**config.mk**
```make
export PLATFORM = sky130hd
export DESIGN_NAME = load_formatter
export DESIGN_NICKNAME = d
export VERILOG_FILES = /design/src/rtl/rf_pkg.sv /design/src/rtl/wb_pkg.sv /design/src/rtl/load_formatter.sv
export VERILOG_INCLUDE_DIRS = /design/src /design/src/rtl
export SDC_FILE = /design/constraint.sdc
export NUM_CORES = 1
export LEC_CHECK = 0
export ABC_AREA = 1
export BUFFER_PORTS_ARGS = -buffer_cell sky130_fd_sc_hd__buf_4
export CAP_MARGIN = 10
export CORE_UTILIZATION = 45
export DETAILED_ROUTE_END_ITERATION = 8
export GPL_TIMING_DRIVEN = 0
export MAX_ROUTING_LAYER = met4
export PLACE_DENSITY = 0.91
export SLEW_MARGIN = 5
export SYNTH_ARGS = -nofsm -noshare
export SYNTH_HDL_FRONTEND = slang
export SYNTH_SLANG_ARGS = --single-unit
```
**constraint.sdc**
```tcl
create_clock -name vclk -period 1.9
set_input_delay 0.38 -clock vclk [all_inputs]
set_output_delay 0.38 -clock vclk [all_outputs]
set_load 0.005 [all_outputs]
```
**src/rtl/rf_settings.svh**
```systemverilog
// Register file and write-back settings
// Widths, FP bank enable and skid buffer depth shared by the RTL

`ifndef RF_SETTINGS_SVH
`define RF_SETTINGS_SVH

// --------------------
// Register file shape
// --------------------

// FP bank present when nonzero
`define RF_HAS_FP 1

// Extra address bit selects the FP bank
`define RF_ADDR_WIDTH ((`RF_HAS_FP != 0) ? 6 : 5)

// Width of one register
`define RF_DATA_WIDTH 32

// --------------------
// Write-back lanes
// --------------------

// Output register plus one spill entry
`define WB_SKID_DEPTH 2

`endif

```
**src/rtl/rf_pkg.sv**
```systemverilog
// Register file types
// Address, data and bank index, plus the bank decode helper

`include "rf_settings.svh"

package rf_pkg;

  // Index bits inside one bank
  localparam int unsigned RF_IDX_WIDTH = `RF_ADDR_WIDTH - `RF_HAS_FP;

  // Registers per bank, the same for INT and FP
  localparam int unsigned RF_BANK_WORDS = 2 ** RF_IDX_WIDTH;

  // Register address, top bit is the bank when FP exists
  typedef logic [`RF_ADDR_WIDTH-1:0] reg_addr_t;

  // One register word
  typedef logic [`RF_DATA_WIDTH-1:0] reg_data_t;

  // Bank index
  typedef enum logic {
    INT = 1'b0,
    FP  = 1'b1
  } rf_bank_e;

  // Bank addressed by a register address
  // Always INT when the FP bank is left out
  function automatic rf_bank_e rf_bank_of(input reg_addr_t addr);
    return ((`RF_HAS_FP != 0) && addr[`RF_ADDR_WIDTH-1]) ? FP : INT;
  endfunction

endpackage

```
**src/rtl/wb_pkg.sv**
```systemverilog
// Write-back payload types
// Payloads carried by the ALU and load lanes through their skid buffers

package wb_pkg;

  import rf_pkg::*;

  // --------------------
  // Load access size
  // --------------------

  typedef enum logic [1:0] {
    BYTE = 2'b00,
    HALF = 2'b01,
    WORD = 2'b10
  } load_size_e;

  // --------------------
  // Lane payloads
  // --------------------

  // ALU result, already final
  typedef struct packed {
    reg_addr_t addr;
    reg_data_t data;
  } alu_wb_t;

  // Raw load word, formatted after the skid buffer
  typedef struct packed {
    reg_addr_t  addr;
    // Whole aligned memory word
    reg_data_t  raw;
    // Byte offset of the access inside the word
    logic [1:0] offset;
    load_size_e size;
    // Sign extend when set
    logic       is_signed;
  } lsu_wb_t;

endpackage

```
**src/rtl/load_formatter.sv**
```systemverilog
// Load data formatter
// Picks byte, halfword or word from the raw load word and extends it

`timescale 1ns/1ps

`include "rf_settings.svh"

module load_formatter
  import rf_pkg::*;
  import wb_pkg::*;
(
  input  reg_data_t  raw_i,
  input  logic [1:0] offset_i,
  input  load_size_e size_i,
  input  logic       signed_i,
  output reg_data_t  data_o
);

  logic [7:0]  byte_sel;
  logic [15:0] half_sel;
  logic        byte_ext;
  logic        half_ext;

  // --------------------
  // Lane select
  // --------------------

  // Byte lane straight from the offset
  assign byte_sel = raw_i[{offset_i, 3'b000} +: 8];

  // Halfword from offset bit 1, bit 0 ignored
  assign half_sel = offset_i[1] ? raw_i[31:16] : raw_i[15:0];

  // --------------------
  // Extension
  // --------------------

  // Fill bit, zero for unsigned loads
  assign byte_ext = signed_i & byte_sel[7];
  assign half_ext = signed_i & half_sel[15];

  always_comb begin
    case (size_i)
      BYTE: begin
        data_o = {{(`RF_DATA_WIDTH-8){byte_ext}}, byte_sel};
      end
      HALF: begin
        data_o = {{(`RF_DATA_WIDTH-16){half_ext}}, half_sel};
      end
      default: begin
        // WORD and the unused code pass the raw word
        data_o = raw_i;
      end
    endcase
  end

endmodule

```
## After elaboration in Yosys (flattened, before gate mapping)

Index checks and enable logic that the tools add are counted.

- Word-level logic and storage cells: 7
- Input port bits: 37
- Bits in registers: 0
- Output and inout bits: 32

- Reduce and logical (&&, ||, !) cells: 1
- Shift operators: 1
- Multiplexer cells: 2
- Equal/unequal tests: 1
- Bitwise gates (word level): 2

Operator list:

| cell | number |
|---|---|
| $pmux W32 S2 | 1 |
| $shiftx A32 B6 Y8 | 1 |
| $mux W16 | 1 |
| $and A1 B1 Y1 | 2 |
| $eq A2 B1 Y1 const B | 1 |
| $logic_not A2 Y1 | 1 |

## Longest topological paths before layout

- Word-level depth: 3
- Mapped depth: 9
- Depth with buffers taken out: 7

## Worst setup path before layout

Ideal clock, no wire load.

- Path type: in2out
- Start point: input offset_i[1]
- End point: output data_o[11]
- Buffers on the path: 2
- Stages: 7
- Data arrival time: 1.111 ns
- Path slack: 0.409 ns
- Path through: buf_6 > inv_8 > buf_8 > nand2_1 > and2_4 > or2_1 > nand3_2

- Word-level cells in the longest chain between the ends: 3
- Elaborated cells on any way between the ends: 4
- Classes of those cells: shift: 1; mux: 2; bitwise: 1

Ends and longest elaborated chain:

| what | RTL line | source |
|---|---|---|
| from (decl) | load_formatter.sv:13 | `input logic [1:0] offset_i,` |
| $shiftx A32 B6 Y8 | load_formatter.sv:29 | `assign byte_sel = raw_i[{offset_i, 3'b000} +: 8];` |
| $and A1 B1 Y1 | load_formatter.sv:39 | `assign byte_ext = signed_i & byte_sel[7];` |
| $pmux W32 S2 * | load_formatter.sv:43 | `case (size_i)` |
| to (decl) | load_formatter.sv:16 | `output reg_data_t data_o` |

Mark *: on every way between the ends. The rest lies on a longest branch, timed or not.

## Final worst setup path

- Start point: input size_i[0]
- End point: output data_o[16]

- Word-level cells in the longest chain between the ends: 2
- Elaborated cells on any way between the ends: 3
- Classes of those cells: eq/ne: 1; mux: 1; reduce/logical: 1

Ends and longest elaborated chain:

| what | RTL line | source |
|---|---|---|
| from (decl) | load_formatter.sv:14 | `input load_size_e size_i,` |
| $eq A2 B1 Y1 / $logic_not A2 Y1 (equally long branches) | load_formatter.sv:43 |  |
| $pmux W32 S2 * | load_formatter.sv:43 |  |

Marks and branches as above.

==> run summary <==
The flow ran to the end, and the final reports show no timing, DRC or antenna violations. For the overall fraction of global-route tracks in use, the log shows 32.3%. From left edge to right edge, the die measures 45.6 um. The nature of the critical path endpoint is a primary output.

The congestion estimate from routability-driven global placement came to 0.901. After synthesis, flip-flops and latches occupy 0% of the total area. The critical path is of the in -> out type.

Power comes to 359 uW. After floorplanning, the core was divided into 15 placement rows. The clock buffers instantiated in the layout total 0. The area growth from synthesis to layout is 63.0%. The worst pin sits at a relative slew slack of 64.1%. After layout, the minimum clock period comes to 1760 ps. The tools report the placed cell area as 1390 um2.

Among all stages on the critical path, the largest delay is contributed by buf_8. The logs give 4890 um for the wire length of the first global-routing pass and 1390 um2 for the post-route cell area. The average cell area after synthesis works out to 5.59 um2. The detailed-route DRC error count is 0, and the number of port buffers is 67. The first TritonRoute pass finished after 5 iterations. The floorplan step defined a die boundary enclosing 2080 um2. The count of flip-flops and latches was 0. After synthesis the cells add up to 855 um2. Count of mapped cells out of synthesis: 153. Entering global routing, the biggest net connects 11 pins. The share of final-layout standard cells stronger than drive strength 1 works out to 49.1%. Count of antenna diodes in the layout: 0. The critical path starts at size_i[0]. The count of nets left with antenna violations once routing finished came out at 0. The most numerous cell type found on the critical path is nand2_2. IR analysis of the VDD net gives a maximum drop of 0.000146 V. In the final layout, flip-flops and latches occupy 0 um2. Largest fanout on the critical path: 10. The number of setup buffers added after CTS is 0. For this block, the routed nets add up to 3230 um of wire.

The post-route clock period utilization was 92.7%; the worst-margin pin slew was 539 ps. After legalization and detailed placement, the total HPWL measured 2500 um. Counting instances, the worst hold path has a depth of 4. Detailed routing inserted a total of 1304 vias. The total overflow left after global routing is 0.

The core area is 1750 um2. The DRC marker count from the first detailed-route iteration is 33, and the via count of the first global-routing pass is 1103. For this configuration, the core starts out at a cell density of 49.0%. The average detailed-routed wire length per instance works out to 13.2 um.

Critical path launch point type: an input port. For this design the static power due to leakage is 0.841 nW. Counting every net in the synthesized netlist gives 190. In this design, the stage delay of the slowest critical-path cell is 150 ps. The tools report the count of distinct cell types in the synthesized netlist as 23.

The critical path goes through buf_4 -> inv_2 -> nand2_2 -> nor2_2 -> nand2_2 -> nand2_2 -> nand2_4 -> buf_8 -> nand3_1 -> buf_4. The worst hold path belongs to the class in -> out. The total count of hold-check failures in the final report is 0. The final number of setup-violating endpoints was 0. Setup repair after global routing left no endpoint under its margin.

Derived from the worst setup path, the maximum achievable clock frequency is 568 MHz. For the worst setup path, the data required time is 1520 ps. The floorplan step set the die height to 45.6 um.

At the end of the flow, the number of nets in the layout was 259. After routing, the total negative slack on setup checks comes to 0 ps. The tool flagged a number of max-cap violations equal to 0.

The arrival time at the worst endpoint was 1380 ps. For this design, the CTS-stage hold fixing added 0 buffers. During I/O placement, the number of pins put on the boundary was 69. In this run the most critical hold path is launched from raw_i[10]. In this run the power density over the cells is 258 nW/um2. The per-cell via count in the routed design is 5.32. Gates resized during post-CTS repair numbered 0. The number of antenna violations at the first check in global routing is 0, and the number of warnings reported in the yosys synthesis log is 0. The count of final max-slew check failures was 0.
==> stage by stage <==
step / hold WS (ps) / util [%] / cells / worst slack, ps
floorplan: 870 / - / 153 / 409
global placement: 1050 / 79.6 / 245 / 168
detailed placement: 1050 / 79.6 / 245 / 96.0
CTS: 1050 / 79.6 / 245 / 93.5
global route: 1070 / 79.8 / 245 / 113
finish: 1050 / 79.8 / 245 / 139
==> layer usage <==
layer,GRT usage [%],part of all wire (%),up-vias
met5,-,0,-
met4,6.06,0.71,0
met3,0.794,9.7,4
met2,56.3,50,90
met1,41.4,39,581
li1,-,-,629
==> layout make-up <==
cell class | count | area [um2]
Tap cell | 25 | 31.3
Fill cell | 142 | 353
Inverter | 5 | 26.3
Buffer | 10 | 97.6
Timing Repair Buffer | 67 | 503
Multi-Input combinational cell | 138 | 734
==> critical path: cells and delay by family <==
kind	cells	cell delay, ps
buf+inv	4	470
simple gates	6	510
==> synth_stat cells (all sizes together) <==
library cell | n | area (um2)
inv | 5 | 26.3
buf | 7 | 86.3
nand3 | 27 | 205
or2 | 7 | 43.8
and2 | 7 | 51.3
o211ai | 7 | 52.6
a22oi | 1 | 7.51
nand2 | 85 | 342
clkbuf | 3 | 11.3
nor2 | 3 | 23.8
a21oi | 1 | 5.00
==> cell usage in the layout (no fill, tap or decap), drive strengths merged <==
cell type   n
and2        7
a22oi       1
buf        74
nand3      27
clkbuf      3
nand2      85
nor2        3
inv         5
or2         7
o211ai      7
a21oi       1
==> path summary, 6_finish.rpt <==
kind	to	slack [ps]
worst max-delay path	data_o[16]	140
worst min-delay path	data_o[10]	1050
==> kinds of logic after synthesis <==
family / synth area share [%]
compound gates: 7.61
buf+inv: 14.5
simple gates: 77.9
==> report_power, final <==
group          leakage, nW  internal (mW)  switching [mW]
clock                    0              0               0
combinational        0.841          0.196           0.164
sequential               0              0               0
total                0.841          0.196           0.164
(Power assumes the default switching activity.)
