[config.mk]
export PLATFORM = sky130hd
export DESIGN_NAME = wb_skid_buffer
export DESIGN_NICKNAME = d
export VERILOG_FILES = /design/src/rtl/wb_skid_buffer.sv
export VERILOG_INCLUDE_DIRS = /design/src /design/src/rtl
export SDC_FILE = /design/constraint.sdc
export NUM_CORES = 1
export LEC_CHECK = 0
export CORE_ASPECT_RATIO = 2
export CORE_UTILIZATION = 55
export CTS_CLUSTER_SIZE = 14
export DETAILED_ROUTE_END_ITERATION = 16
export DONT_BUFFER_PORTS = 1
export PLACE_DENSITY_LB_ADDON = 0.12
export SETUP_SLACK_MARGIN = 0.2
export SLEW_MARGIN = 20
export SYNTH_ARGS = -nofsm -noshare
export SYNTH_HDL_FRONTEND = slang
export SYNTH_SLANG_ARGS = --single-unit
export TNS_END_PERCENT = 100
[constraint.sdc]
create_clock -name clk -period 2.2 [get_ports clk]
set_input_delay 0.22 -clock clk [delete_from_list [all_inputs] [get_ports clk]]
set_output_delay 0.22 -clock clk [all_outputs]
set_load 0.02 [all_outputs]
[src/rtl/rf_settings.svh]
// Register file and write-back settings
// Widths, FP bank enable and skid buffer depth shared by the RTL

`ifndef RF_SETTINGS_SVH
`define RF_SETTINGS_SVH

// --------------------
// Register file shape
// --------------------

// FP bank present when nonzero
`define RF_HAS_FP 1

// Extra address bit selects the FP bank
`define RF_ADDR_WIDTH ((`RF_HAS_FP != 0) ? 6 : 5)

// Width of one register
`define RF_DATA_WIDTH 32

// --------------------
// Write-back lanes
// --------------------

// Output register plus one spill entry
`define WB_SKID_DEPTH 2

`endif

[src/rtl/wb_skid_buffer.sv]
// Write-back skid buffer
// Registered output stage plus one spill entry, any packed payload
// in_ready_o is registered and never follows out_ready_i in the same cycle

`timescale 1ns/1ps

`include "rf_settings.svh"

module wb_skid_buffer #(
  parameter type payload_t = logic [31:0]
) (
  input  logic     clk,
  input  logic     rst_n,
  input  logic     in_valid_i,
  output logic     in_ready_o,
  input  payload_t in_data_i,
  output logic     out_valid_o,
  input  logic     out_ready_i,
  output payload_t out_data_o
);

  localparam int unsigned Depth = `WB_SKID_DEPTH;
  localparam int unsigned FillW = $clog2(Depth + 1);

  payload_t         out_data_q;
  payload_t         spill_data_q;
  logic             out_valid_q;
  logic             out_valid_d;
  logic             spill_valid_q;
  logic             spill_valid_d;
  logic             in_ready_q;
  logic [FillW-1:0] fill_q;
  logic [FillW-1:0] fill_d;
  logic             accept;
  logic             pop;

  assign accept = in_valid_i & in_ready_q;
  assign pop    = out_valid_q & out_ready_i;

  // --------------------
  // Occupancy
  // --------------------

  always_comb begin
    out_valid_d   = out_valid_q;
    spill_valid_d = spill_valid_q;
    if (pop || !out_valid_q) begin
      // Output slot frees up, spill entry drains first to keep order
      out_valid_d   = spill_valid_q | accept;
      spill_valid_d = 1'b0;
    end else if (accept) begin
      // Output held, park the new item
      spill_valid_d = 1'b1;
    end
  end

  assign fill_q = FillW'(out_valid_q) + FillW'(spill_valid_q);
  assign fill_d = FillW'(out_valid_d) + FillW'(spill_valid_d);

  always_ff @(posedge clk or negedge rst_n) begin
    if (!rst_n) begin
      out_valid_q   <= 1'b0;
      spill_valid_q <= 1'b0;
      in_ready_q    <= 1'b1;
    end else begin
      out_valid_q   <= out_valid_d;
      spill_valid_q <= spill_valid_d;
      // Ready drops only once both entries hold data
      in_ready_q    <= (fill_d < Depth);
    end
  end

  // --------------------
  // Payload
  // --------------------

  always_ff @(posedge clk) begin
    if (pop || !out_valid_q) begin
      if (spill_valid_q) begin
        out_data_q <= spill_data_q;
      end else if (accept) begin
        out_data_q <= in_data_i;
      end
    end else if (accept) begin
      spill_data_q <= in_data_i;
    end
  end

  assign in_ready_o  = in_ready_q;
  assign out_valid_o = out_valid_q;
  assign out_data_o  = out_data_q;

  // Stalled output keeps its item
  a_out_stable: assert property (@(posedge clk) disable iff (!rst_n)
    out_valid_o && !out_ready_i |=> out_valid_o && $stable(out_data_o));

  // Full buffer takes nothing in
  a_no_overfill: assert property (@(posedge clk) disable iff (!rst_n)
    (fill_q == Depth) |-> !(in_valid_i && in_ready_o));

endmodule

# Word-level counts from Yosys, hierarchy flattened
# Cells that the tools add are included.
[totals] register_bits=67 word_cells=21
[classes] bitwise_logic=4 reduce_logical=5 n_lt_le_gt_ge=1 n_addsub=1 mux=5
[ops] cell="$mux W32" n=2
[ops] cell="$reduce_and A2 Y1" n=2
[ops] cell="$mux W1" n=3
[ops] cell="$add A1 B1 Y2" n=1
[ops] cell="$and A1 B1 Y1" n=2
[ops] cell="$lt A2 B2 Y1 const B" n=1
[ops] cell="$reduce_bool A2 Y1" n=1
[ops] cell="$logic_not A1 Y1" n=1
[ops] cell="$logic_or A1 B1 Y1" n=1
[ops] cell="$not A1 Y1" n=1
[ops] cell="$or A1 B1 Y1" n=1

# Longest topological paths before layout
[logic_depth] ltp_word=5 mapped_depth=3 depth_no_buf=2

# Worst setup path after synthesis
# No wires, ideal clock.
[synth_path] path_type="reg-to-reg" start="register in_ready_q (netlist: in_ready_o)" end="register out_data_q (netlist bit out_data_o[0]), enable pin" stages_incl_launch_ff=3 synth_period_minus_slack_ns=2.485 t_arrival_ns=2.064 setup_slack_ns=-0.285 setup_ns=0.421 required_time_ns=1.779 path_cell_list="dfstp_2 a21oi_1 nor2_1"
[synth_via] elab_chain_cells=3
[synth_lines] item="start: declaration" line="wb_skid_buffer.sv:31" text="logic in_ready_q;"
[synth_lines] item="start signal: assignment" line="wb_skid_buffer.sv:69" text="in_ready_q <= (fill_d < Depth);"
[synth_lines] item="$and A1 B1 Y1" line="wb_skid_buffer.sv:37" text="assign accept = in_valid_i & in_ready_q;"
[synth_lines] item="$reduce_bool A2 Y1 (no line)"
[synth_lines] item="$reduce_and A2 Y1 (no line)"
[synth_lines] item="end signal: assignment" line="wb_skid_buffer.sv:80" text="out_data_q <= spill_data_q;"
[synth_lines] item="end signal: assignment" line="wb_skid_buffer.sv:82" text="out_data_q <= in_data_i;"
[synth_lines] item="end: declaration" line="wb_skid_buffer.sv:25" text="payload_t out_data_q;"
# No other way between the ends.
# A chain may end at the register's enable or synchronous reset.

# Worst setup path in the final report
[layout_path] start="register out_valid_q (netlist: out_valid_o)" end="register spill_data_q[22] in the netlist's numbering, enable pin"
[layout_via] elab_chain_cells=4 word_cells_on_any_way=5
[layout_lines] item="start: declaration" line="wb_skid_buffer.sv:27" text="logic out_valid_q;"
[layout_lines] item="start signal: assignment" line="wb_skid_buffer.sv:66" text="out_valid_q <= out_valid_d;"
[layout_lines] item="$and A1 B1 Y1 / $logic_not A1 Y1 (equally long branches)" line="wb_skid_buffer.sv:38, wb_skid_buffer.sv:78"
[layout_lines] item="$logic_or A1 B1 Y1 *" line="wb_skid_buffer.sv:78" text="if (pop || !out_valid_q) begin"
[layout_lines] item="$not A1 Y1 (no line) *"
[layout_lines] item="$reduce_and A2 Y1 (no line) *"
[layout_lines] item="end signal: assignment" line="wb_skid_buffer.sv:85" text="spill_data_q <= in_data_i;"
[layout_lines] item="end: declaration" line="wb_skid_buffer.sv:26" text="payload_t spill_data_q;"
# Mark *: on every way between the ends. The rest lies on a longest branch, timed or not.

==> metrics.csv <==
metric,value,unit
status,"finished, final reports clean",
reg2reg_from,out_valid_o$_DFF_PN0_,
slowest_delay,0.47,ns
hold_viol,0,
rr_worst_depth,3,
p_int,2.32,mW
rsz0062_at_grt,no,
syn_area,0.00258,sq mm
grt_start_max_net_pins,33,
yosysSeqAreaShare,0.773,
cts_tree,built,
combinationalPowerShare,0.088,
setup_tns,0,ns
io_pins,70,
design.core.area,0.00455,sq mm
path_class,reg2reg,
crit_chain,nor2b_1 -> and3_1 -> buf_12,
fillCellCount,322,
htreeDepth,3,
remaining_drc_errors,0,
ys_warn_count,0,
regArea,0.00200,sq mm
finalWirelength,4040,um
slowest_stage,dfrtp_1,
max-cap-violations,0,
drv_slew,0,
crit_end,spill_data_q[22]$_DFFE_PP_,
numCtsBuffers,9,
finalWorstSetupSlack,0.599,ns
multi_input_area,522,sq um
grt_pass1_wl,6290,um
routed-via-count,1146,
dp_hpwl,2440,um
dieHeight,98.9,um
viasPerCell,5.33,
cts_root_buf,clkbuf_8,
critical-path-top-delay-family,simple AND/OR/NAND/NOR gates,
ys_types,13,
antenna_found_initial,0,
drive_gt1_frac,0.344,
power_density,944,mW/mm^2
dieArea,0.00499,sq mm
critical_path_buf_inv_count,1,
finalCriticalPeriod,1.60,ns
cp.depth,3,
worst_ep_required_time,2.22,ns
netSwitchingPower,0.677,mW
ys_ff_latch,67,
dieWidth,50.5,um
ctsLongestPathBuffers,2,
r2r_slack,0.60,ns
end_kind,register,
timing.max_slew.rel_slack,0.614,
cp-startpoint,out_valid_o$_DFF_PN0_,
dr.pass1.iters,4,
hp-class,in2reg,
syn_to_final_growth,23.1,%
post_cts_resized,0,
fmax,625,MHz
port_buffers,0,
synth_nets,147,
cts_sinks,67,
p_sw_frac,0.226,
final_cells,215,
syn_area_per_cell,23.3,sq um
clkLatencyLatePin,0.32,ns
n_antenna_cell,0,
drtIter0Drc,29,
routedWlPerCell,18.8,um
clkTransAtPathRegs,0.07,ns
total_leakage_power,1.14,nW
startpoint_type,register,
start_util,0.567,
pwr-share-seq,0.553,
rows,35,
grt_pass1_vias,1275,
worstReg2RegEnd,spill_data_q[22]$_DFFE_PP_,
antenna_left,0,
clock_skew,0.00479,ns
power_frac_clock,0.358,
syn_inst,111,
place_congestion,0.634,
dp_cells,166,
dp_slack,0.594,ns
overflow,0,
peakVddDrop,0.751,mV
worstMarginPinSlew,0.579,ns
total_power,3.00,mW
num-nets-final,191,
grt_use_total,0.181,
worstPathArrival,1.62,ns
fin_crit_sh,0.728,
critPathMaxFanout,32,
setup_violations,0,
==> cells by family (layout without fill, tap and decap cells) <==
group,after synthesis,in the layout,share of synthesized area
mux,32,32,0.183
buf+inv,4,53,0.0276
flops,67,67,0.773
simple gates,7,7,0.0140
compound gates,1,1,0.00194
==> per-layer routing <==
metal  up-vias  part of all wire  track usage
met2        52              0.53        0.292
met3         4             0.073       0.0741
met1       569              0.39        0.203
met4         0            0.0094       0.0897
li1        521                 -            -
met5         -                 0            0
==> power by group through the flow <==
stage               clock network (mW)  logic (mW)  registers [mW]
floorplan                            0       0.196            1.68
global route                      1.15       0.284            1.67
detailed placement                   0       0.220            1.69
CTS                               1.10       0.269            1.66
global placement                     0       0.208            1.68
finish                            1.08       0.265            1.66
==> Yosys cell counts (all sizes together) <==
cell type | n | area share
nand2b | 2 | 0.0048
edfxtp | 64 | 0.74
dfstp | 1 | 0.010
nor2 | 2 | 0.0029
buf | 4 | 0.028
mux2 | 32 | 0.18
nor2b | 1 | 0.0024
dfrtp | 2 | 0.019
nand2 | 1 | 0.0015
and3 | 1 | 0.0024
a21oi | 1 | 0.0019
==> layout by cell type, fill, tap and decap left out <==
cell            n
nor2_4          1
dfrtp_1         1
clkbuf_8        9
dlygate4sd3_1  33
mux2_2          2
edfxtp_1       64
nor2_1          1
mux2_4         30
buf_12          1
nand2_1         1
and3_1          1
dfstp_2         1
clkinvlp_4      3
a21oi_1         1
bufinv_16       2
nor2b_1         1
dfrtp_2         1
nand2b_1        2
buf_4           3
clkinv_2        2
==> worst min-delay path by stage <==
| stage | end | cells after the start | slack (ns) | start |
|---|---|---|---|---|
| 2_1_floorplan | out_valid_o$_DFF_PN0_ | 0 | -0.08 | rst_n |
| 3_3_place_gp | out_valid_o$_DFF_PN0_ | 0 | -0.08 | rst_n |
| 3_5_place_dp | out_valid_o$_DFF_PN0_ | 0 | -0.08 | rst_n |
| 4_1_cts | in_ready_o$_DFF_PN1_ | 2 | 0.05 | out_ready_i |
| 5_1_grt | in_ready_o$_DFF_PN1_ | 2 | 0.06 | out_ready_i |
| 6_report | in_ready_o$_DFF_PN1_ | 2 | 0.07 | out_ready_i |
==> timing repair <==
item | 4_1_cts | 5_1_grt
hold buffers | 33 | 0
hold endpoints to repair | 35 | 0
buffers inserted | 0 | 0
==> sequential cells by signal (all words and copies together), names as in the netlist <==
name and cells:
out_data_o 32, spill_data_q 32, in_ready_o 1, out_valid_o 1
spill_valid_q 1
==> metrics by stage <==
step / instance area [sq um] / util / hold slack (ns)
2_1_floorplan: 2590 / - / -0.0756
3_3_place_gp: 2630 / 0.578 / -0.0755
3_5_place_dp: 2630 / 0.578 / -0.0755
4_1_cts: 3180 / 0.698 / 0.0525
5_1_grt: 3180 / 0.698 / 0.0639
6_report: 3180 / 0.698 / 0.0729
==> area by class of cell <==
cell class / count / area share
Clock buffer: 9 / 0.0390
Clock inverter: 7 / 0.0291
Multi-Input combinational cell: 40 / 0.164
Sequential cell: 67 / 0.629
Tap cell: 55 / 0.0216
Timing Repair Buffer: 37 / 0.117
(Power assumes the default switching activity.)
